File: src/common/axi_pkg.sv
`default_nettype none

package axi_pkg;

    localparam int ADDR_W = 32;
    localparam int DATA_W = 32;
    localparam int STRB_W = DATA_W / 8;   // one strobe per byte lane
    localparam int ID_W   = 8;
    localparam int LEN_W  = 8;            // beats minus one
    localparam int SIZE_W = 3;

    // bytes per beat is 2**size, so 2 means a full 32-bit word
    localparam logic [SIZE_W-1:0] MAX_SIZE = 3'd2;

    typedef logic [1:0] resp_t;

    localparam resp_t RESP_OKAY   = 2'b00;
    localparam resp_t RESP_SLVERR = 2'b10;
    localparam resp_t RESP_DECERR = 2'b11;

endpackage

`default_nettype wire

File: src/common/sram_pkg.sv
`default_nettype none

package sram_pkg;

    localparam int WORD_ADDR_W = 14;
    localparam int BYTE_OFS_W  = 2;                          // byte select inside a word
    localparam int BYTE_ADDR_W = WORD_ADDR_W + BYTE_OFS_W;   // byte address span of the array
    localparam int MEM_WORDS   = 1 << WORD_ADDR_W;
    localparam int MEM_BYTES   = MEM_WORDS << BYTE_OFS_W;    // 64 KiB

endpackage

`default_nettype wire

File: src/axi_sram/axi_sram_ctrl.sv
`timescale 1ns/1ps
`default_nettype none

module axi_sram_ctrl (
    input  wire                           ACLK,
    input  wire                           ARESETn,
    input  wire  [axi_pkg::ID_W-1:0]      awid,
    input  wire  [axi_pkg::ADDR_W-1:0]    awaddr,
    input  wire  [axi_pkg::LEN_W-1:0]     awlen,
    input  wire  [axi_pkg::SIZE_W-1:0]    awsize,
    input  wire  [1:0]                    awburst,   // ignored, every burst runs as INCR
    input  wire                           awvalid,
    output logic                          awready,
    input  wire  [axi_pkg::DATA_W-1:0]    wdata,
    input  wire  [axi_pkg::STRB_W-1:0]    wstrb,
    input  wire                           wlast,     // burst end comes from the counter
    input  wire                           wvalid,
    output logic                          wready,
    output logic [axi_pkg::ID_W-1:0]      bid,
    output logic [1:0]                    bresp,
    output logic                          bvalid,
    input  wire                           bready,
    input  wire  [axi_pkg::ID_W-1:0]      arid,
    input  wire  [axi_pkg::ADDR_W-1:0]    araddr,
    input  wire  [axi_pkg::LEN_W-1:0]     arlen,
    input  wire  [axi_pkg::SIZE_W-1:0]    arsize,
    input  wire  [1:0]                    arburst,   // ignored as well
    input  wire                           arvalid,
    output logic                          arready,
    output logic [axi_pkg::ID_W-1:0]      rid,
    output logic [axi_pkg::DATA_W-1:0]    rdata,
    output logic [1:0]                    rresp,
    output logic                          rlast,
    output logic                          rvalid,
    input  wire                           rready,
    input  wire  [axi_pkg::ADDR_W-1:0]    beat_addr,
    input  wire                           beat_last,
    input  wire  [axi_pkg::DATA_W-1:0]    mem_rdata,
    output logic                          cnt_load,
    output logic                          cnt_step,
    output logic [axi_pkg::ADDR_W-1:0]    start_addr,
    output logic [axi_pkg::SIZE_W-1:0]    start_size,
    output logic [axi_pkg::LEN_W-1:0]     start_len,
    output logic                          mem_en,
    output logic [axi_pkg::STRB_W-1:0]    mem_we,
    output logic [sram_pkg::WORD_ADDR_W-1:0] mem_addr,
    output logic [axi_pkg::DATA_W-1:0]    mem_wdata
);

    typedef enum logic [2:0] {IDLE, WDATA, BRESP, RREQ, RDATA, RWAIT} state_t;

    state_t                      state;
    state_t                      state_nxt;
    logic [axi_pkg::ID_W-1:0]    id_q;
    axi_pkg::resp_t              resp_q;
    logic [axi_pkg::DATA_W-1:0]  rdata_q;
    logic                        aw_hs;
    logic                        ar_hs;
    logic                        w_hs;
    logic                        b_hs;
    logic                        r_hs;
    logic                        acc_ok;

    // size check first, address range only for legal sizes
    function automatic axi_pkg::resp_t decide_resp(
        input logic [axi_pkg::ADDR_W-1:0] addr,
        input logic [axi_pkg::SIZE_W-1:0] size
    );
        if (size > axi_pkg::MAX_SIZE) begin
            return axi_pkg::RESP_SLVERR;
        end
        if (addr >= sram_pkg::MEM_BYTES) begin
            return axi_pkg::RESP_DECERR;
        end
        return axi_pkg::RESP_OKAY;
    endfunction

    assign awready = (state == IDLE);
    assign arready = (state == IDLE) && !awvalid;   // write wins a tie
    assign wready  = (state == WDATA);
    assign bvalid  = (state == BRESP);
    assign rvalid  = (state == RWAIT);

    assign aw_hs  = awvalid && awready;
    assign ar_hs  = arvalid && arready;
    assign w_hs   = wvalid && wready;
    assign b_hs   = bvalid && bready;
    assign r_hs   = rvalid && rready;
    assign acc_ok = (resp_q == axi_pkg::RESP_OKAY);

    // burst setup for the counter, taken from whichever channel is granted
    assign start_addr = awvalid ? awaddr : araddr;
    assign start_size = awvalid ? awsize : arsize;
    assign start_len  = awvalid ? awlen : arlen;
    assign cnt_load   = aw_hs || ar_hs;
    assign cnt_step   = w_hs || r_hs;

    assign mem_addr  = beat_addr[sram_pkg::BYTE_OFS_W +: sram_pkg::WORD_ADDR_W];
    assign mem_wdata = wdata;
    assign mem_en    = acc_ok && (w_hs || (state == RREQ));
    assign mem_we    = (acc_ok && w_hs) ? wstrb : '0;   // errored beats write nothing

    assign bid   = id_q;
    assign rid   = id_q;
    assign bresp = resp_q;
    assign rresp = resp_q;
    assign rdata = rdata_q;
    assign rlast = rvalid && beat_last;   // counter is frozen while waiting

    always_comb begin
        state_nxt = state;
        case (state)
            IDLE: begin
                if (aw_hs) begin
                    state_nxt = WDATA;
                end else if (ar_hs) begin
                    state_nxt = RREQ;
                end
            end
            WDATA: begin
                if (w_hs && beat_last) begin
                    state_nxt = BRESP;
                end
            end
            BRESP: begin
                if (b_hs) begin
                    state_nxt = IDLE;
                end
            end
            RREQ:  state_nxt = RDATA;   // sram read issued this cycle
            RDATA: state_nxt = RWAIT;   // word captured at the end of this cycle
            RWAIT: begin
                if (r_hs) begin
                    state_nxt = beat_last ? IDLE : RREQ;
                end
            end
            default: state_nxt = IDLE;
        endcase
    end

    always_ff @(posedge ACLK or negedge ARESETn) begin
        if (!ARESETn) begin
            state  <= IDLE;
            resp_q <= axi_pkg::RESP_OKAY;
        end else begin
            state <= state_nxt;
            if (cnt_load) begin
                resp_q <= decide_resp(start_addr, start_size);
            end
        end
    end

    always_ff @(posedge ACLK) begin
        if (cnt_load) begin
            id_q <= aw_hs ? awid : arid;
        end
        if (state == RDATA) begin
            rdata_q <= acc_ok ? mem_rdata : '0;   // error beats carry zero data
        end
    end

endmodule

`default_nettype wire

File: config.mk
export PLATFORM = sky130hd
export DESIGN_NAME = axi_sram_ctrl
export DESIGN_NICKNAME = d
export VERILOG_FILES = /design/src/common/axi_pkg.sv /design/src/common/sram_pkg.sv /design/src/axi_sram/axi_sram_ctrl.sv
export SDC_FILE = /design/constraint.sdc
export NUM_CORES = 1
export LEC_CHECK = 0
export BUFFER_PORTS_ARGS = -buffer_cell sky130_fd_sc_hd__buf_4
export CORE_AREA = 5 5 141 143
export CTS_BUF_LIST = sky130_fd_sc_hd__clkbuf_8
export DETAILED_ROUTE_END_ITERATION = 16
export DIE_AREA = 0 0 146 148
export PLACE_DENSITY = 0.46
export SLEW_MARGIN = 10
export SYNTH_ARGS = -nofsm -noshare
export SYNTH_HDL_FRONTEND = slang
export SYNTH_SLANG_ARGS = --single-unit
export TNS_END_PERCENT = 10
File: constraint.sdc
create_clock -name ACLK -period 3.2 [get_ports ACLK]
set_clock_uncertainty 0.05 [all_clocks]
set_input_delay 0.16 -clock ACLK [delete_from_list [all_inputs] [get_ports ACLK]]
set_output_delay 0.16 -clock ACLK [all_outputs]
set_load 0.01 [all_outputs]
Yosys cells after proc, flatten, opt, wreduce, memory -nomap -nowiden
Index checks and enable logic that the tools add are counted.
{"block": "classes", "n_mux": 21, "n_eq_ne": 9, "magnitude_cmp": 2, "n_reduce_logical": 17}
{"cell": "$ge 32x17->1 const B", "n": 1}
{"cell": "$mux 32", "n": 1}
{"cell": "$mux 3", "n": 6}
{"cell": "$pmux 3 s6", "n": 1}
{"cell": "$mux 8", "n": 2}
{"cell": "$logic_and 1x1->1", "n": 10}
{"cell": "$mux 2", "n": 5}
{"cell": "$eq 3x2->1 const B", "n": 2}
{"cell": "$eq 3x3->1 const B", "n": 2}
{"cell": "$ne 2x1->1 const B", "n": 3}
{"cell": "$mux 1", "n": 5}
{"cell": "$mux 4", "n": 1}
{"cell": "$reduce_and 4->1", "n": 1}
{"cell": "$eq 3x1->1 const B", "n": 1}
{"cell": "$gt 3x2->1 const B", "n": 1}
{"cell": "$logic_not 3->1", "n": 1}
{"cell": "$logic_or 1x1->1", "n": 3}
{"cell": "$ne 3x1->1 const B", "n": 1}
{"cell": "$logic_not 2->1", "n": 1}
{"cell": "$logic_not 1->1", "n": 1}
{"block": "totals", "wordCells": 53, "register_bits": 45, "out_inout_bits": 154}

Logic depth before layout (Yosys ltp)
Gate-level depths: netlist of the first run.
{"block": "logic_depth", "depth_word": 9, "mapped_depth": 5, "ltp_nobuf": 4}

Least setup slack after synthesis of the first run
No wires, ideal clock.
{"block": "synth_timing", "path_kind": "register to register", "startpoint": "register state[1]", "endpoint": "register rdata_q (netlist bit rdata[0]), enable pin", "slack_ps": 1306, "path_buffers": 1, "stages_incl_launch_ff": 4, "synth_period_minus_slack_ps": 1894, "t_arrival_ps": 1452, "setup_time_ps": 392, "cell_sequence": "dfrtp_1 buf_4 nor2b_4 and2_1"}
{"block": "synth_via", "elab_chain_len": 1}
{"item": "start, declared", "line_no": "axi_sram_ctrl.sv:52", "text": "state_t state;"}
{"item": "start signal, assigned", "line_no": "axi_sram_ctrl.sv:146", "text": "state <= state_nxt;"}
{"item": "$eq 3x3->1", "line_no": "axi_sram_ctrl.sv:157", "text": "if (state == RDATA) begin"}
{"item": "end signal, assigned", "line_no": "axi_sram_ctrl.sv:158", "text": "rdata_q <= acc_ok ? mem_rdata : '0;"}
{"item": "end, declared", "line_no": "axi_sram_ctrl.sv:56", "text": "logic [axi_pkg::DATA_W-1:0] rdata_q;"}
Every way passes these cells.
A chain may end at the register's enable or synchronous reset.

Worst setup path in the final report of the first run
{"block": "layout_timing", "startpoint": "register state[0]", "endpoint": "output cnt_load"}
{"block": "layout_via", "elab_chain_len": 4, "elab_cells_between_ends": 5}
{"item": "$logic_not 3->1 (*)", "line_no": "axi_sram_ctrl.sv:78, axi_sram_ctrl.sv:79"}
{"item": "$logic_and 1x1->1", "line_no": "axi_sram_ctrl.sv:79", "text": "assign arready = (state == IDLE) && !awvalid;"}
{"item": "$logic_and 1x1->1", "line_no": "axi_sram_ctrl.sv:85", "text": "assign ar_hs = arvalid && arready;"}
{"item": "$logic_or 1x1->1 (*)", "line_no": "axi_sram_ctrl.sv:95", "text": "assign cnt_load = aw_hs || ar_hs;"}
{"item": "end, declared", "line_no": "axi_sram_ctrl.sv:39", "text": "output logic cnt_load,"}
Every way passes the cells marked *; elsewhere a longest branch is shown, timed or not.

==> results.ini, run 1 <==
[clock_network]
clkLatencyLatePin_ps=300
cts_root_buffer=clkbuf_8
htree_levels=2
cts_tree=done
clockBufferDepth=2
clkSinkCount=45
ctsResizeCount=0
cts-buffers-inserted=5
clk_pin_slew_ps=90
postCtsSetupBuffers=0

[drt]
routedWlPerCell_um=18.57
routed_via_density=3.834
drtIter0Drc=33
ant_nets=0
drt_wl_total_mm=12.74
drc=0
vias=2630
dr.pass1.iters=4

[finish]
nets=666
nFillCells=1974
utilization_pct=25.94
area_growth_pct=61.23
diodes=0
post_route_cells_drive_above_1_share_pct=71.02
stdcell_area_sq_mm=0.004787

[floorplan]
initial_core_util_pct=16.09
top_level_ports=369
die_x_um=146
coreArea_sq_mm=0.01846
die-height_um=148
die_area_sq_mm=0.02161
rows=50

[synthesis]
yosysUniqueCellTypes=35
synth_ff_type=edfxtp_1
yosysWarnings=0
synth_cells=255
ys_seq_elements=45
syn-num-nets=470
ys_seq_area_share_pct=44.67
synth_most_common_cell=buf_4
synth_area_leader_cell=edfxtp_1
synthesis.area_sq_mm=0.002969
synth-edff-count=40
yosysTopAreaCellShare_pct=40.46
synth_common_cells=60 x buf_4, 51 x mux2_2, 40 x edfxtp_1
syn-mean-instance-area_sq_um=11.64
synthArstFlopShare_pct=11.11
ys_top_cells_by_area=edfxtp_1 40%, mux2_2 19%, buf_4 15%

[global_route]
grt_pass1_vias=2865
overflow=0
grt.total_usage_pct=10.95
grt_pass1_wl_mm=17.98
grt_max_degree=52
antenna_found_initial=0

[critical_path]
critical_path.cell_chain=nor3_2 > and2b_1 > buf_4
crit_slowest_cell=dfrtp_1
endpoint_kind=primary output
cp.required_ps=2990
cp.arrival_ps=1870
worstPathMaxFanout=13
critPathMaxStageDelay_ps=530
start_kind=flop
critical_path_class=flop to primary output

[power]
p_leak_nw=2.158
ir_drop_uv=129.1
power_density_mw_per_mm2=453.5

[sta]
hold_viol=0
setup_ws_ps=1116
holdWs_ps=85.82
worst_slew_pin_slew_ps=590.0
finalCritPeriodShare_pct=65.12
finalSetupViolations=0
slew_violations=0
grt_setup_unrepaired=false
setup_tns_ps=0
period_minus_slack_ps=2084
maxSlewHeadroom_pct=60.66
timing.fmax_ghz=0.4799

[hold_path]
hp-class=input port to flop

[placed_design]
place_ws_ps=1200
dp_hpwl_mm=10.92
place.gp.congestion=0.8963
place_area_sq_mm=0.004686
portBuffers=253

[status]
status=complete, no violations

[flow_run]
drv_cap=0

-- logic make-up (layout without fill, tap and decap cells) --
logic type	Yosys count	after routing	synth area share, %
AO/OA/AOI/OAI	14	14	3.498
buffers and inverters	72	269	17.11
flip-flops	45	45	44.67
multiplexers	52	52	19.85
AND/OR/NAND/NOR	72	72	14.88
-- final timing paths --
kind / end / start / cells after the start / slack (ps)
setup / recovery: cnt_load / state[0] / 3 / 1120
hold / removal: rdata[1] / mem_rdata[1] / 2 / 90
setup reg to reg: bid[6] / state[0] / 3 / 1260
hold reg to reg: bresp[0] / bresp[0] / 2 / 560
max in group asynchronous: state[1] / ARESETn / 2 / 2800
min in group asynchronous: bresp[0] / ARESETn / 2 / 180
-- flip-flops by register name, indices dropped and copies added (netlist names) --
register	flops
rdata	32
state	3
bid	8
bresp	2
-- cells in the final DEF (no fill, tap or decap), drive strengths merged, types with 3 or more instances in the layout --
| master | netlist | final |
|---|---|---|
| and2 | 38 | 38 |
| nor3 | 5 | 5 |
| dfrtp | 5 | 5 |
| clkinv | 0 | 3 |
| clkbuf | 3 | 5 |
| nor2 | 8 | 8 |
| edfxtp | 40 | 40 |
| nor4 | 5 | 5 |
| nand2 | 6 | 6 |
| mux2 | 52 | 52 |
| buf | 65 | 255 |
| inv | 4 | 4 |
| a21oi | 4 | 4 |
-- cell type report --
class	instances	area (sq um)	area share [%]
multi-input cells	138	1137	23.76
flip-flops and latches	45	1326	27.71
inverters	4	15.01	0.3136
well taps	234	292.8	6.116
repair buffers	257	1934	40.41
clock inverters	3	12.51	0.2614
clock buffers	5	68.82	1.438
-- power by group --
part | switching (W) | internal, W
Clock | 0.000192 | 0.000147
Combinational | 0.000430 | 0.000517
Sequential | 0.0000989 | 0.000785
Total | 0.000722 | 0.00145
-- layer usage --
metal	routed length [um]	global-route usage, %
met1	4380	11.12
met2	6606	19.91
met3	1432	4.936
met4	320	3.763
met5	0	0.6818
-- worst max-delay path, delay by kind of cell (launching register included) --
family                 cells  cell delay (ps)
AND/OR/NAND/NOR            2              820
flip-flops                 1              530
buffers and inverters      1              220
-- metrics by stage --
step           total power, W  cells
3_3_place_gp         0.001859    676
4_1_cts              0.002226    685
5_1_grt              0.002315    686
6_report             0.002171    686
3_5_place_dp         0.001871    676
2_1_floorplan        0.001424    255
-- repair_timing --
action                                 CTS  global route
setup endpoints to repair                0             0
endpoints found under the hold margin    5             1
hold buffers                             1             1
Note: power is estimated with default switching activity, not from simulation.
==> run 2: changes to the inputs <==
==> constraint.sdc (replaced) <==
create_clock -name ACLK -period 2.2 [get_ports ACLK]
set_clock_uncertainty 0.05 [all_clocks]
set_input_delay 0.11 -clock ACLK [delete_from_list [all_inputs] [get_ports ACLK]]
set_output_delay 0.11 -clock ACLK [all_outputs]
set_load 0.01 [all_outputs]
==> results.ini, run 2 (synthesis gave the netlist of run 1 again) <==
[status]
status=complete, no violations

[hold_path]
hp-class=input port to flop

[placed_design]
place.gp.congestion=0.9118
place_ws_ps=180.4
dp_hpwl_mm=11.11
place_area_sq_mm=0.004708
portBuffers=253
dpl.cell_count=679

[finish]
final_cells=689
nFillCells=1971
post_route_cells_drive_above_1_share_pct=71.43
nets=669
stdcell_area_sq_mm=0.004838
layout_common_cells=258 x buf_4, 51 x mux2_2, 40 x edfxtp_1, 38 x and2_1, 7 x nor2_1
layout_commonest_cell=buf_4
area_growth_pct=62.96
diodes=0
largest_reg_flops=32

[sta]
holdWs_ps=37.57
worst_slew_pin_slew_ps=492.0
finalSetupViolations=0
slew_violations=0
maxSlewHeadroom_pct=67.20
setup_ws_ps=162.7
grt_setup_unrepaired=false
hold_viol=0
finalCritPeriodShare_pct=92.61
setup_tns_ps=0
timing.fmax_ghz=0.4908
period_minus_slack_ps=2037

[floorplan]
top_level_ports=369
initial_core_util_pct=16.09
die_x_um=146
die-height_um=148
rows=50
die_area_sq_mm=0.02161
coreArea_sq_mm=0.01846

[power]
combinationalPowerShare_pct=44.1
p_leak_nw=2.182
power.internal_w=0.002254
power_density_mw_per_mm2=686.6
ir_drop_uv=198.0
p_sw_share_pct=32.17
clkPwrFrac_pct=18.9
power_switching_w=0.001069
seqPwrFrac_pct=37.0

[critical_path]
cp.required_ps=2040
crit_slowest_cell=dfrtp_1
critical_path.cell_chain=nor3_2 > and2b_1 > buf_4
start_kind=flop
cp.arrival_ps=1880
worstPathMaxFanout=13
endpoint_kind=primary output
worst-path-buf-inv=1
critical_path_class=flop to primary output
critPathMaxStageDelay_ps=510
critPathTopFamily=simple AND/OR/NAND/NOR gates

[clock_network]
cts_root_buffer=clkbuf_8
clockBufferDepth=2
clk_pin_slew_ps=90
cts-buffers-inserted=5
htree_levels=2
clkLatencyLatePin_ps=300
cts_tree=done
clkSinkCount=45

[global_route]
grt_pass1_vias=2984
grt.total_usage_pct=11.23
grt_pass1_wl_mm=18.57
overflow=0
grt_max_degree=36
antenna_found_initial=0

[drt]
routedWlPerCell_um=18.56
drtIter0Drc=51
routed_via_density=3.882
drt_wl_total_mm=12.79
drc=0
dr.pass1.iters=4
vias=2675
ant_nets=0

[flow_run]
drv_cap=0

-- run 2: repair_timing --
item / 4_1_cts / 5_1_grt
resized for setup: 0 / 0
endpoints found under the setup margin: 0 / 0
setup buffers: 0 / 0
hold buffers: 2 / 0
hold endpoints to repair: 6 / 0
-- run 2: through the flow --
stage               power (W)  util (%)
finish               0.003322     26.22
global route         0.003525     26.22
CTS                  0.003401     26.22
detailed placement   0.002752     25.51
global placement     0.002738     25.51
floorplan            0.002071         -
-- run 2: worst reg2reg max path, delay by kind of cell (launching register included) --
family	cells	cell delay, ps
flip-flops	1	510
AND/OR/NAND/NOR	2	770
multiplexers	1	380
-- run 2: final cells by class --
| cell class | instances | area (sq um) | area share (%) |
|---|---|---|---|
| Clock buffer | 5 | 68.82 | 1.422 |
| Clock inverter | 3 | 41.29 | 0.8534 |
| Inverter | 4 | 15.01 | 0.3103 |
| Multi-Input combinational cell | 138 | 1137 | 23.51 |
| Sequential cell | 45 | 1326 | 27.41 |
| Tap cell | 234 | 292.8 | 6.051 |
| Timing Repair Buffer | 260 | 1957 | 40.44 |
-- run 2: layer usage --
metal / global-route usage [%] / part of all wire, % / routed length (um) / up-vias
met5: 0 / 0 / 0 / -
met4: 2.634 / 1.4 / 182 / 0
met3: 4.414 / 9.7 / 1243 / 18
met2: 21.31 / 54 / 6883 / 197
met1: 11.62 / 35 / 4479 / 1223
li1: - / - / - / 1237
-- run 2: worst paths after layout --
check	startpoint	end	slack, ps	cells after the start
max	state[2]	cnt_load	160	3
min in group asynchronous	ARESETn	state[2]	130	2
min	mem_rdata[14]	rdata[14]	40	2
min reg2reg	bresp[0]	bresp[0]	580	2
max in group asynchronous	ARESETn	bresp[0]	1860	2
max reg2reg	state[2]	bid[2]	240	3
-- run 2: power groups by stage --
stage | Clock, W | Sequential, W | Combinational [W]
after floorplan | 0 | 0.00130 | 0.000774
after global placement | 0 | 0.00125 | 0.00149
after detailed placement | 0 | 0.00125 | 0.00150
after CTS | 0.000660 | 0.00123 | 0.00151
after global routing | 0.000686 | 0.00125 | 0.00159
final | 0.000627 | 0.00123 | 0.00147
