==> src/common/axi_pkg.sv <==
`default_nettype none

package axi_pkg;

    localparam int ADDR_W = 32;
    localparam int DATA_W = 32;
    localparam int STRB_W = DATA_W / 8;   // one strobe per byte lane
    localparam int ID_W   = 8;
    localparam int LEN_W  = 8;            // beats minus one
    localparam int SIZE_W = 3;

    // bytes per beat is 2**size, so 2 means a full 32-bit word
    localparam logic [SIZE_W-1:0] MAX_SIZE = 3'd2;

    typedef logic [1:0] resp_t;

    localparam resp_t RESP_OKAY   = 2'b00;
    localparam resp_t RESP_SLVERR = 2'b10;
    localparam resp_t RESP_DECERR = 2'b11;

endpackage

`default_nettype wire

==> src/common/sram_pkg.sv <==
`default_nettype none

package sram_pkg;

    localparam int WORD_ADDR_W = 14;
    localparam int BYTE_OFS_W  = 2;                          // byte select inside a word
    localparam int BYTE_ADDR_W = WORD_ADDR_W + BYTE_OFS_W;   // byte address span of the array
    localparam int MEM_WORDS   = 1 << WORD_ADDR_W;
    localparam int MEM_BYTES   = MEM_WORDS << BYTE_OFS_W;    // 64 KiB

endpackage

`default_nettype wire

==> src/axi_sram/burst_addr_counter.sv <==
`timescale 1ns/1ps
`default_nettype none

module burst_addr_counter (
    input  wire                          ACLK,
    input  wire                          ARESETn,
    input  wire                          load,
    input  wire                          step,
    input  wire  [axi_pkg::ADDR_W-1:0]   start_addr,
    input  wire  [axi_pkg::SIZE_W-1:0]   start_size,
    input  wire  [axi_pkg::LEN_W-1:0]    start_len,
    output logic [axi_pkg::ADDR_W-1:0]   addr,
    output logic                         last
);

    logic [axi_pkg::SIZE_W-1:0]        size_q;
    logic [axi_pkg::LEN_W-1:0]         remain_q;   // beats left after the current one
    logic [sram_pkg::BYTE_ADDR_W-1:0]  beat_bytes;
    logic [sram_pkg::BYTE_ADDR_W-1:0]  ofs_nxt;

    assign beat_bytes = {{(sram_pkg::BYTE_ADDR_W-1){1'b0}}, 1'b1} << size_q;
    assign ofs_nxt    = addr[sram_pkg::BYTE_ADDR_W-1:0] + beat_bytes;   // wraps at 64 KiB
    assign last       = (remain_q == '0);

    always_ff @(posedge ACLK or negedge ARESETn) begin
        if (!ARESETn) begin
            addr     <= '0;
            size_q   <= '0;
            remain_q <= '0;
        end else if (load) begin
            addr     <= start_addr;
            size_q   <= start_size;
            remain_q <= start_len;
        end else if (step) begin
            // upper bits stay, so an out-of-range burst keeps its region
            addr     <= {addr[axi_pkg::ADDR_W-1:sram_pkg::BYTE_ADDR_W], ofs_nxt};
            remain_q <= remain_q - 1'b1;
        end
    end

endmodule

`default_nettype wire

==> config.mk <==
export PLATFORM = sky130hd
export DESIGN_NAME = burst_addr_counter
export DESIGN_NICKNAME = d
export VERILOG_FILES = /design/src/common/axi_pkg.sv /design/src/common/sram_pkg.sv /design/src/axi_sram/burst_addr_counter.sv
export SDC_FILE = /design/constraint.sdc
export NUM_CORES = 1
export LEC_CHECK = 0
export BUFFER_PORTS_ARGS = -buffer_cell sky130_fd_sc_hd__buf_4
export CORE_MARGIN = 3
export CORE_UTILIZATION = 46
export CTS_CLUSTER_DIAMETER = 30
export DETAILED_ROUTE_END_ITERATION = 8
export PLACE_DENSITY = 0.77
export SETUP_SLACK_MARGIN = 0.4
export SLEW_MARGIN = 20
export SYNTH_ARGS = -nofsm -noshare
export SYNTH_HDL_FRONTEND = slang
export SYNTH_SLANG_ARGS = --single-unit
==> constraint.sdc <==
create_clock -name ACLK -period 2.05 [get_ports ACLK]
set_input_delay 0.3075 -clock ACLK [delete_from_list [all_inputs] [get_ports ACLK]]
set_output_delay 0.3075 -clock ACLK [all_outputs]
set_load 0.05 [all_outputs]
# Yosys cells after proc, flatten, opt, wreduce, memory -nomap -nowiden
# Index checks and enable logic that the tools add are counted.
[op_classes]
add_sub_neg = 2
n_shift = 1
muxes = 4
reduce_logical = 2
[op_table]
columns = ["cell", "n"]
rows = [
  ["two-way mux 32 bit", 1],
  ["adder 16 bit", 1],
  ["two-way mux 16 bit", 1],
  ["two-way mux 8 bit", 2],
  ["left shift 1 x 3 -> 16 bit, first input constant", 1],
  ["logical NOT 8 bit", 1],
  ["subtractor 8 x 1 -> 8 bit, second input constant", 1],
  ["nonzero test 2 bit", 1],
]
[totals]
register_bits = 43
output_inout_bits = 33
wordCells = 13

# Logic depth before layout (Yosys ltp)
# Gate-level depths: netlist (run 1).
[depth]
ltp_word = 4
ltp_mapped = 8
ltp_nobuf = 8

# Least setup slack after synthesis (run 1)
# No wires, ideal clock.
[synth_path]
kind = "register to output"
startpoint = "reg remain_q[4] (netlist bit)"
endpoint = "out last"
arrival_time_ps = 2553
t_required_ps = 1742
setup_slack_ps = -811
path_stages_with_launch = 3
cell_sequence = "dfrtp_1 > or4_1 > nor4b_1"
[synth_between]
elab_chain_cells = 1
[synth_rtl]
columns = ["element", "line", "text"]
rows = [
  ["from (decl)", "burst_addr_counter.sv:17", "logic [axi_pkg::LEN_W-1:0] remain_q;"],
  ["from (signal assigned)", "burst_addr_counter.sv:33", "remain_q <= start_len;"],
  ["from (signal assigned)", "burst_addr_counter.sv:37", "remain_q <= remain_q - 1'b1;"],
  ["logical NOT 8 bit", "burst_addr_counter.sv:23", "assign last = (remain_q == '0);"],
  ["to (decl)", "burst_addr_counter.sv:13", "output logic last"],
]
# No other way between the ends.

# Worst setup path after layout (run 1)
[layout_path]
startpoint = "reg size_q[1] (netlist bit)"
endpoint = "reg addr[6] (netlist bit)"
[layout_between]
elab_chain_cells = 4
[layout_rtl]
columns = ["element", "line", "text"]
rows = [
  ["from (decl)", "burst_addr_counter.sv:16", "logic [axi_pkg::SIZE_W-1:0] size_q;"],
  ["from (signal assigned)", "burst_addr_counter.sv:32", "size_q <= start_size;"],
  ["left shift 1 x 3 -> 16 bit", "burst_addr_counter.sv:21", "assign beat_bytes = {{(sram_pkg::BYTE_ADDR_W-1){1'b0}}, 1'b1} << size_q;"],
  ["adder 16 bit", "burst_addr_counter.sv:22", "assign ofs_nxt = addr[sram_pkg::BYTE_ADDR_W-1:0] + beat_bytes;"],
  ["two-way mux 16 bit", "burst_addr_counter.sv:34", "end else if (step) begin"],
  ["two-way mux 32 bit", "burst_addr_counter.sv:30", "end else if (load) begin"],
  ["to (signal assigned)", "burst_addr_counter.sv:31", "addr <= start_addr;"],
  ["to (signal assigned)", "burst_addr_counter.sv:36", "addr <= {addr[axi_pkg::ADDR_W-1:sram_pkg::BYTE_ADDR_W], ofs_nxt};"],
  ["to (decl)", "burst_addr_counter.sv:12", "output logic [axi_pkg::ADDR_W-1:0] addr,"],
]
# No other way between the ends. The select of a mux whose other input is x is not followed.
# A chain may end at the register's enable or synchronous reset.

==> reports/summary.txt, run 1 <==
Core Rows = 25
hold_ws = -0.00133 ns
vias per cell = 5.35
Iteration-0 DRC Markers = 112
syn_area_per_cell = 10.4 µm²
Area Growth Syn to Fin = 42.6%
Worst Hold Class = in -> async
die height = 79.1 µm
GP Congestion = 0.816
drt wl/cell = 15.1 µm
P_sw = 1.00 mW
starting density of the core = 49.7%
Reg power frac = 39.7%
Post-synth EDFFs = 0
layout cells sized above 1 = 49.2%
Tcrit/Tclk final = 102%
deepest clock path buffer count = 2
# port buffers = 79
DR top layer = met4
Clk Latency, worst-skew pair = 0.29 ns
CTS root buf = clkbuf_8
first-pass GRT wire length = 10100 µm
setup slack after layout = -0.0495 ns
Crit Path Max Fanout = 4
die area = 6260 µm²
Hold-fix buffers, CTS = 0
outcome = finished, violations left
met2 wire len = 3070 µm
leakage = 1.59 nW
DRT met1 WL = 2510 µm
Slew @ Worst Pin = 0.548 ns
yosys warns = 0
Final Slew Violations = 0
arrival time at the worst endpoint = 2.33 ns
core area = 4940 µm²
nets@finish = 388
drt drc = 0
Cell Area, Placed = 3270 µm²
First-pass DRT Iterations = 4
ys async rst share = 100%
syn nets = 295
initial antenna violation count = 0
Detailed Route WL = 6030 µm
share of the synthesized area in the top cell type = 43.8%
Netlist cell types = 47
TritonCTS clock tree = built
largest net degree at the start of global routing = 47
failing checks = hold timing, setup timing
startpoint class of the critical path = flip-flop
Final Util = 70.9%
clock share of power = 21.6%
critical path class = reg -> reg
top cells by count, synth = 43 x dfrtp_1, 28 x nand2_1, 22 x o21ai_0
achievable frequency = 476 MHz
Int Pwr = 1.67 mW
most common cell in the netlist = dfrtp_1
dominant cells by area after synthesis = dfrtp_1 44%, mux2_2 9.6%, ha_1 5.1%, o21ai_0 4.5%, nand2_1 4.3%
mapped cell area = 2460 µm²
Worst slew margin = 63.5%
VDD IR-drop max = 0.452 mV
data required time of the critical path = 2.28 ns
Max Cap Violations = 0
endpoints failing setup = 6
critical path endpoint category = flip-flop
FF+latch count, synth = 43
final std cells w/o fill = 398
grt ovf = 0
Die W = 79.1 µm
Layout Cell Area excl Fill = 3500 µm²
clk sinks = 43
Synth area leader = dfrtp_1
Post-synth top flop = dfrtp_1
Vias = 2129
DP HPWL = 4450 µm
RSZ-0062 raised after global routing = yes
post-synthesis sequential area ratio = 43.8%
Reg clk slew, reported paths = 0.09 ns
Final Hold Fails = 3
Pwr Total = 2.67 mW
Tmin final = 2.10 ns
GRT Overall Usage = 19.8%
Layout Skew = 0.0102 ns
vias in the first global route = 2213
final antenna diode count = 0
Post-Syn Instances = 237
Max H-tree Level = 2
R2R Setup Slk = -0.05 ns
total power per unit cell area = 763 nW/µm²
switching share of total power = 37.5%
met3 WL = 423 µm
post-route ant nets = 0
Comb power frac = 38.7%
Inst Count DP = 380
Ports = 80
CTS Buf Count = 5
==> power groups by stage <==
stage	logic, mW	clock network, mW	registers, mW
floorplan	0.391	0	1.33
global placement	0.955	0	1.07
detailed placement	0.970	0	1.08
CTS	0.986	0.594	1.06
global route	1.11	0.637	1.08
finish	1.04	0.578	1.06
==> cell usage in the layout (no fill, tap or decap), types with 3 or more instances in the layout <==
| cell | n |
|---|---|
| a21o_1 | 4 |
| a21oi_1 | 3 |
| a21oi_2 | 5 |
| a22oi_1 | 4 |
| and3_1 | 4 |
| buf_4 | 90 |
| clkbuf_8 | 6 |
| dfrtp_1 | 35 |
| dfrtp_2 | 8 |
| ha_1 | 7 |
| ha_4 | 3 |
| inv_1 | 3 |
| mux2_2 | 20 |
| mux2i_1 | 3 |
| nand2_1 | 28 |
| nand3_1 | 8 |
| nand4_1 | 3 |
| nor2_1 | 4 |
| nor2b_1 | 4 |
| nor3_1 | 6 |
| o211ai_1 | 4 |
| o21a_1 | 3 |
| o21ai_0 | 11 |
| o21ai_1 | 11 |
| xnor2_1 | 7 |
| xor2_1 | 7 |
==> sequential cells by signal, indices dropped and copies added, names as in the netlist <==
name and flops:
addr 32, size_q 3, remain_q 8
==> what timing repair did <==
| item | 4_1_cts | 5_1_grt |
|---|---|---|
| setup endpoints to repair | 15 | 16 |
| pin swaps | 1 | 10 |
| resized for setup | 5 | 17 |
| endpoints found under the hold margin | 0 | 0 |
| setup buffers | 3 | 7 |
==> area by class of cell <==
type	instances	area, µm²
clock buffer	6	82.6
clock inverter	2	16.3
fill	403	1440
inverter	3	11.3
multi-input combinational	181	1480
sequential	43	1090
tap	67	83.8
timing repair buffer	96	748
==> per-layer routing <==
metal	GRT usage, %	up-vias
met1	24.1	1012
met5	0	-
li1	-	1042
met3	5.22	4
met4	2.58	0
met2	36.0	71
==> per-stage QoR <==
stage	TNS, ns	worst slack [ns]
after CTS	-0.0530	-0.0265
after global placement	-0.00638	-0.00638
after global routing	-1.31	-0.142
after detailed placement	-0.395	-0.0876
after floorplan	0	0.124
final	-0.198	-0.0495
==> final timing paths <==
path,cells after the start,startpoint,endpoint
worst min register to register,1,addr[26],addr[26]
worst max-delay path,9,size_q[1],addr[6]
max in group asynchronous,1,ARESETn,size_q[0]
worst min-delay path,1,ARESETn,addr[23]
worst max register to register,9,size_q[1],addr[6]
min in group ACLK,3,start_len[6],remain_q[6]
==> critical path, stage by stage, from the launching register on <==
cell	delay [ns]
dfrtp_2	0.44
buf_12	0.14
nor3_4	0.20
ha_4	0.17
fa_2	0.25
a211oi_4	0.08
o21ai_1	0.14
a21oi_1	0.09
or4b_1	0.47
nand4_1	0.08
==> logic make-up (layout without fill, tap and decap cells) <==
family | after synthesis | after routing | share of synthesized area, %
compound gates | 54 | 54 | 14.1
xor+xnor | 14 | 14 | 4.99
fa+ha+maj | 11 | 11 | 5.91
buf+inv | 13 | 107 | 2.24
flops | 43 | 43 | 43.8
mux | 24 | 24 | 10.8
simple gates | 78 | 78 | 18.1
(Power assumes the default switching activity.)
==> run 2, diff against run 1 <==
CORE_ASPECT_RATIO = 2   (was unset)
==> reports/summary.txt, run 2 (synthesis results as in run 1) <==
post-route ant nets = 0
final antenna diode count = 0
layout cells sized above 1 = 53.3%
vias per cell = 5.55
outcome = finished, violations left
Die W = 57.7 µm
Slew @ Worst Pin = 0.561 ns
starting density of the core = 47.8%
DP HPWL = 4510 µm
leakage = 1.62 nW
switching share of total power = 38.0%
R2R Setup Slk = -0.09 ns
Reg power frac = 39.7%
GRT busiest layer = met2
TritonCTS clock tree = built
reg-to-reg endpoint = addr[4]
Core Rows = 37
failing checks = hold timing, setup timing
R2R Path Start = size_q[0]
die height = 109 µm
First-pass DRT Iterations = 4
depth of the worst register-to-register path = 10
Clk Latency, worst-skew pair = 0.29 ns
Crit Path Max Fanout = 7
TNS Setup = -0.342 ns
top flop regs = addr x32, remain_q x8, size_q x3
GR met1 Demand/Resource = 21.3%
setup slack after layout = -0.0909 ns
most common cell after layout, fill and taps aside = buf_4
most frequent cells in the layout = 97 x buf_4, 35 x dfrtp_1, 27 x nand2_1
clk sinks = 43
die area = 6310 µm²
Hold-fix buffers, CTS = 0
RSZ-0062 raised after global routing = yes
max reg flops = 32
Reg clk slew, reported paths = 0.08 ns
GRT Overall Usage = 20.6%
Worst slew margin = 62.6%
GP Congestion = 0.848
Comb power frac = 40.5%
Final Hold Fails = 5
grt met2 use = 39.2%
slowest cell on the critical path = dfrtp_2
VDD IR-drop max = 0.773 mV
total power per unit cell area = 750 nW/µm²
worst slack, placed = -0.0728 ns
# port buffers = 79
CTS Buf Count = 5
hold_ws = -0.00905 ns
first-pass GRT wire length = 10200 µm
deepest clock path buffer count = 2
Int Pwr = 1.66 mW
clock share of power = 19.8%
critical path class = reg -> reg
initial antenna violation count = 0
drt wl/cell = 16.0 µm
drt drc = 0
Ports = 80
Layout Skew = 0.00775 ns
Largest Register = addr
Worst Hold Class = in -> async
grt ovf = 0
data required time of the critical path = 2.27 ns
vias in the first global route = 2233
nets@finish = 393
largest stage delay on the critical path = 0.46 ns
Detailed Route WL = 6310 µm
arrival time at the worst endpoint = 2.36 ns
endpoints failing setup = 8
critical path endpoint category = flip-flop
Max Cap Violations = 0
largest net degree at the start of global routing = 46
Final Slew Violations = 0
Max H-tree Level = 2
startpoint class of the critical path = flip-flop
core area = 5140 µm²
number of fill cells = 417
P_sw = 1.02 mW
Vias = 2186
most frequent CP cell = buf_4
achievable frequency = 467 MHz
Iteration-0 DRC Markers = 64
M3 GR Usage = 3.41%
Area Growth Syn to Fin = 45.4%
CTS root buf = clkbuf_8
crit-path cells = nor3b_4, buf_4, fa_2, buf_4, buf_6, a21o_1, a21oi_2, xnor2_1, mux2i_1, o21ai_1
Tmin final = 2.14 ns
Tcrit/Tclk final = 104%
-- run 2: changes by cell type in the layout (fill, tap and decap cells not counted), sizes merged --
cell and delta:
clkbuf -2, buf +7
-- run 2: what timing repair did --
action | CTS | global route
setup buffers | 10 | 4
setup endpoints to repair | 16 | 16
pin swaps | 17 | 14
gates resized for setup | 15 | 23
endpoints found under the hold margin | 0 | 0
-- run 2: final cells by class --
| class | count | area [µm²] | share of cell area [%] |
|---|---|---|---|
| multi-input cells | 181 | 1540 | 43.2 |
| flip-flops and latches | 43 | 1090 | 30.4 |
| repair buffers | 101 | 773 | 21.6 |
| clock buffers | 6 | 72.6 | 2.03 |
| well taps | 58 | 72.6 | 2.03 |
| clock inverters | 2 | 12.5 | 0.350 |
| inverters | 3 | 11.3 | 0.315 |
-- run 2: stage by stage --
stage | power, mW | std cells | cell area (µm²) | util, %
floorplan | 1.72 | 237 | 2570 | -
global placement | 2.03 | 372 | 3250 | 63.3
detailed placement | 2.05 | 372 | 3250 | 63.3
CTS | 2.64 | 390 | 3460 | 67.3
global route | 2.83 | 394 | 3570 | 69.5
finish | 2.68 | 394 | 3570 | 69.5
-- run 2: worst max-delay path, delay by kind of cell, from the launching register on --
family | cells | cell delay (ns)
DFF | 1 | 0.46
AOI/OAI and AO/OA | 3 | 0.43
buffers and inverters | 3 | 0.41
adders and majority gates | 1 | 0.38
and+or+nand+nor | 1 | 0.17
xor gates and xnor gates | 1 | 0.13
muxes | 1 | 0.09
-- run 2: worst max-delay path by stage --
stage | from | end
CTS | size_q[2] | addr[12]
detailed placement | size_q[0] | addr[13]
global placement | size_q[0] | addr[13]
floorplan | size_q[1] | addr[6]
finish | size_q[0] | addr[4]
global route | size_q[0] | addr[12]
-- run 2: power by group through the flow --
stage	Sequential, mW	Clock [mW]	Combinational (mW)
finish	1.06	0.531	1.08
global route	1.08	0.584	1.16
CTS	1.06	0.549	1.03
detailed placement	1.08	0	0.973
global placement	1.07	0	0.960
floorplan	1.33	0	0.391
-- run 2: routing by layer --
metal | vias to the layer above | wire, µm | share of wire, %
met3 | 18 | 263 | 4.2
li1 | 1048 | - | -
met1 | 1061 | 2240 | 36
met4 | 0 | 234 | 3.7
met5 | - | 0 | 0
met2 | 59 | 3570 | 57
==> run 3, diff against run 2 <==
BUFFER_PORTS_ARGS = unset   (was -buffer_cell sky130_fd_sc_hd__buf_4)
CORE_UTILIZATION = 55   (was 46)
DONT_BUFFER_PORTS = 1   (was unset)
PLACE_DENSITY = 0.74   (was 0.77)
==> reports/summary.txt, run 3 (synthesis results as in run 1) <==
outcome = finished, violations left
failing checks = setup timing
Worst slew margin = 59.8%
Core Rows = 33
nets@finish = 323
clk sinks = 43
RSZ-0062 raised after global routing = yes
VDD IR-drop max = 0.677 mV
Tmin final = 2.11 ns
Vias = 1898
Ports = 80
data required time of the critical path = 2.23 ns
TNS Setup = -0.0851 ns
First-pass DRT Iterations = 4
starting density of the core = 58.3%
Slew @ Worst Pin = 0.604 ns
most frequent cells in the layout = 35 x dfrtp_1, 28 x nand2_1, 24 x buf_4
Worst Hold Class = in -> reg
Pwr Total = 2.48 mW
largest net degree at the start of global routing = 74
vias in the first global route = 2082
initial antenna violation count = 0
GRT Overall Usage = 23.0%
endpoints failing setup = 3
max reg flops = 32
crit-path cells = buf_2, nor3b_4, ha_4, nand4_1, a21oi_2, nor3_1, or3_1
largest stage delay on the critical path = 0.46 ns
Detailed Route WL = 5750 µm
deepest clock path buffer count = 2
Die W = 53.3 µm
CTS Buf Count = 5
TritonCTS clock tree = built
setup slack after layout = -0.0567 ns
die area = 5350 µm²
Largest Register = addr
startpoint class of the critical path = flip-flop
critical path endpoint category = flip-flop
Final Slew Violations = 0
top flop regs = addr x32, remain_q x8, size_q x3
GP Congestion = 0.795
grt ovf = 0
arrival time at the worst endpoint = 2.29 ns
most common cell after layout, fill and taps aside = dfrtp_1
Max Cap Violations = 0
cell family with most CP delay = simple AND/OR/NAND/NOR gates
Reg clk slew, reported paths = 0.09 ns
first-pass GRT wire length = 9170 µm
core area = 4210 µm²
drt drc = 0
DP HPWL = 4070 µm
total power per unit cell area = 820 nW/µm²
post-route ant nets = 0
Clk Latency, worst-skew pair = 0.29 ns
CTS root buf = clkbuf_8
Layout Skew = 0.00767 ns
leakage = 1.28 nW
final std cells w/o fill = 318
critical path class = reg -> reg
achievable frequency = 475 MHz
Iteration-0 DRC Markers = 18
Inst Count DP = 300
number of fill cells = 315
Max H-tree Level = 2
layout cells sized above 1 = 38.7%
Final Hold Fails = 0
die height = 101 µm
worst slack, placed = -0.0712 ns
# port buffers = 0
Area Growth Syn to Fin = 23.3%
WP buf/inv = 1
slowest cell on the critical path = dfrtp_2
vias per cell = 5.97
drt wl/cell = 18.1 µm
Tcrit/Tclk final = 103%
Crit Path Max Fanout = 5
final antenna diode count = 0
[run 3: final cells by class]
type	instances	area, µm²	area share (%)
timing repair buffer	31	260	8.59
clock buffer	6	72.6	2.40
inverter	3	11.3	0.372
clock inverter	2	12.5	0.413
multi-input combinational	181	1520	50.2
tap	52	65.1	2.15
sequential	43	1090	35.9
[run 3: what timing repair did]
action	CTS	global route
hold buffers	2	0
hold endpoints to repair	43	0
gates resized for setup	23	4
pin swaps	8	14
endpoints found under the setup margin	16	16
buffers inserted	7	1
[run 3: path summary, 6_finish.rpt]
path	start	to	slack (ns)	cells after the start
max in group asynchronous	ARESETn	size_q[2]	1.35	2
max	size_q[1]	addr[13]	-0.06	7
min reg2reg	remain_q[6]	remain_q[6]	0.59	2
max reg2reg	size_q[1]	addr[13]	-0.06	7
min in group asynchronous	ARESETn	addr[13]	0.47	2
min	load	addr[4]	0.14	1
[run 3: power breakdown]
part	leakage [nW]	internal, mW	switching, mW	total, mW
registers	0.499	0.950	0.234	1.18
logic	0.743	0.350	0.425	0.775
clock network	0.0412	0.238	0.287	0.525
[run 3: layer usage]
layer | vias to the layer above | share of wire [%] | GRT usage, %
li1 | 909 | - | -
met1 | 914 | 36 | 23.4
met2 | 64 | 55 | 41.2
met3 | 11 | 6.6 | 6.37
met4 | 0 | 2.5 | 10.6
met5 | - | 0 | 0
[run 3: worst register-to-register path: stages, from the launching register on]
cell and delay [ns]:
dfrtp_2 0.46, buf_2 0.16, nor3b_4 0.15, ha_4 0.31, nand4_1 0.25, a21oi_2 0.29
nor3_1 0.07, or3_1 0.30
[run 3: metrics by stage]
stage               hold WS, ns  area (µm²)  util [%]
finish                    0.136        3030      71.9
detailed placement       0.0130        2750      65.2
floorplan                0.0119        2570         -
global placement         0.0130        2750      65.2
CTS                      0.0938        3000      71.3
global route             0.0987        3030      71.9
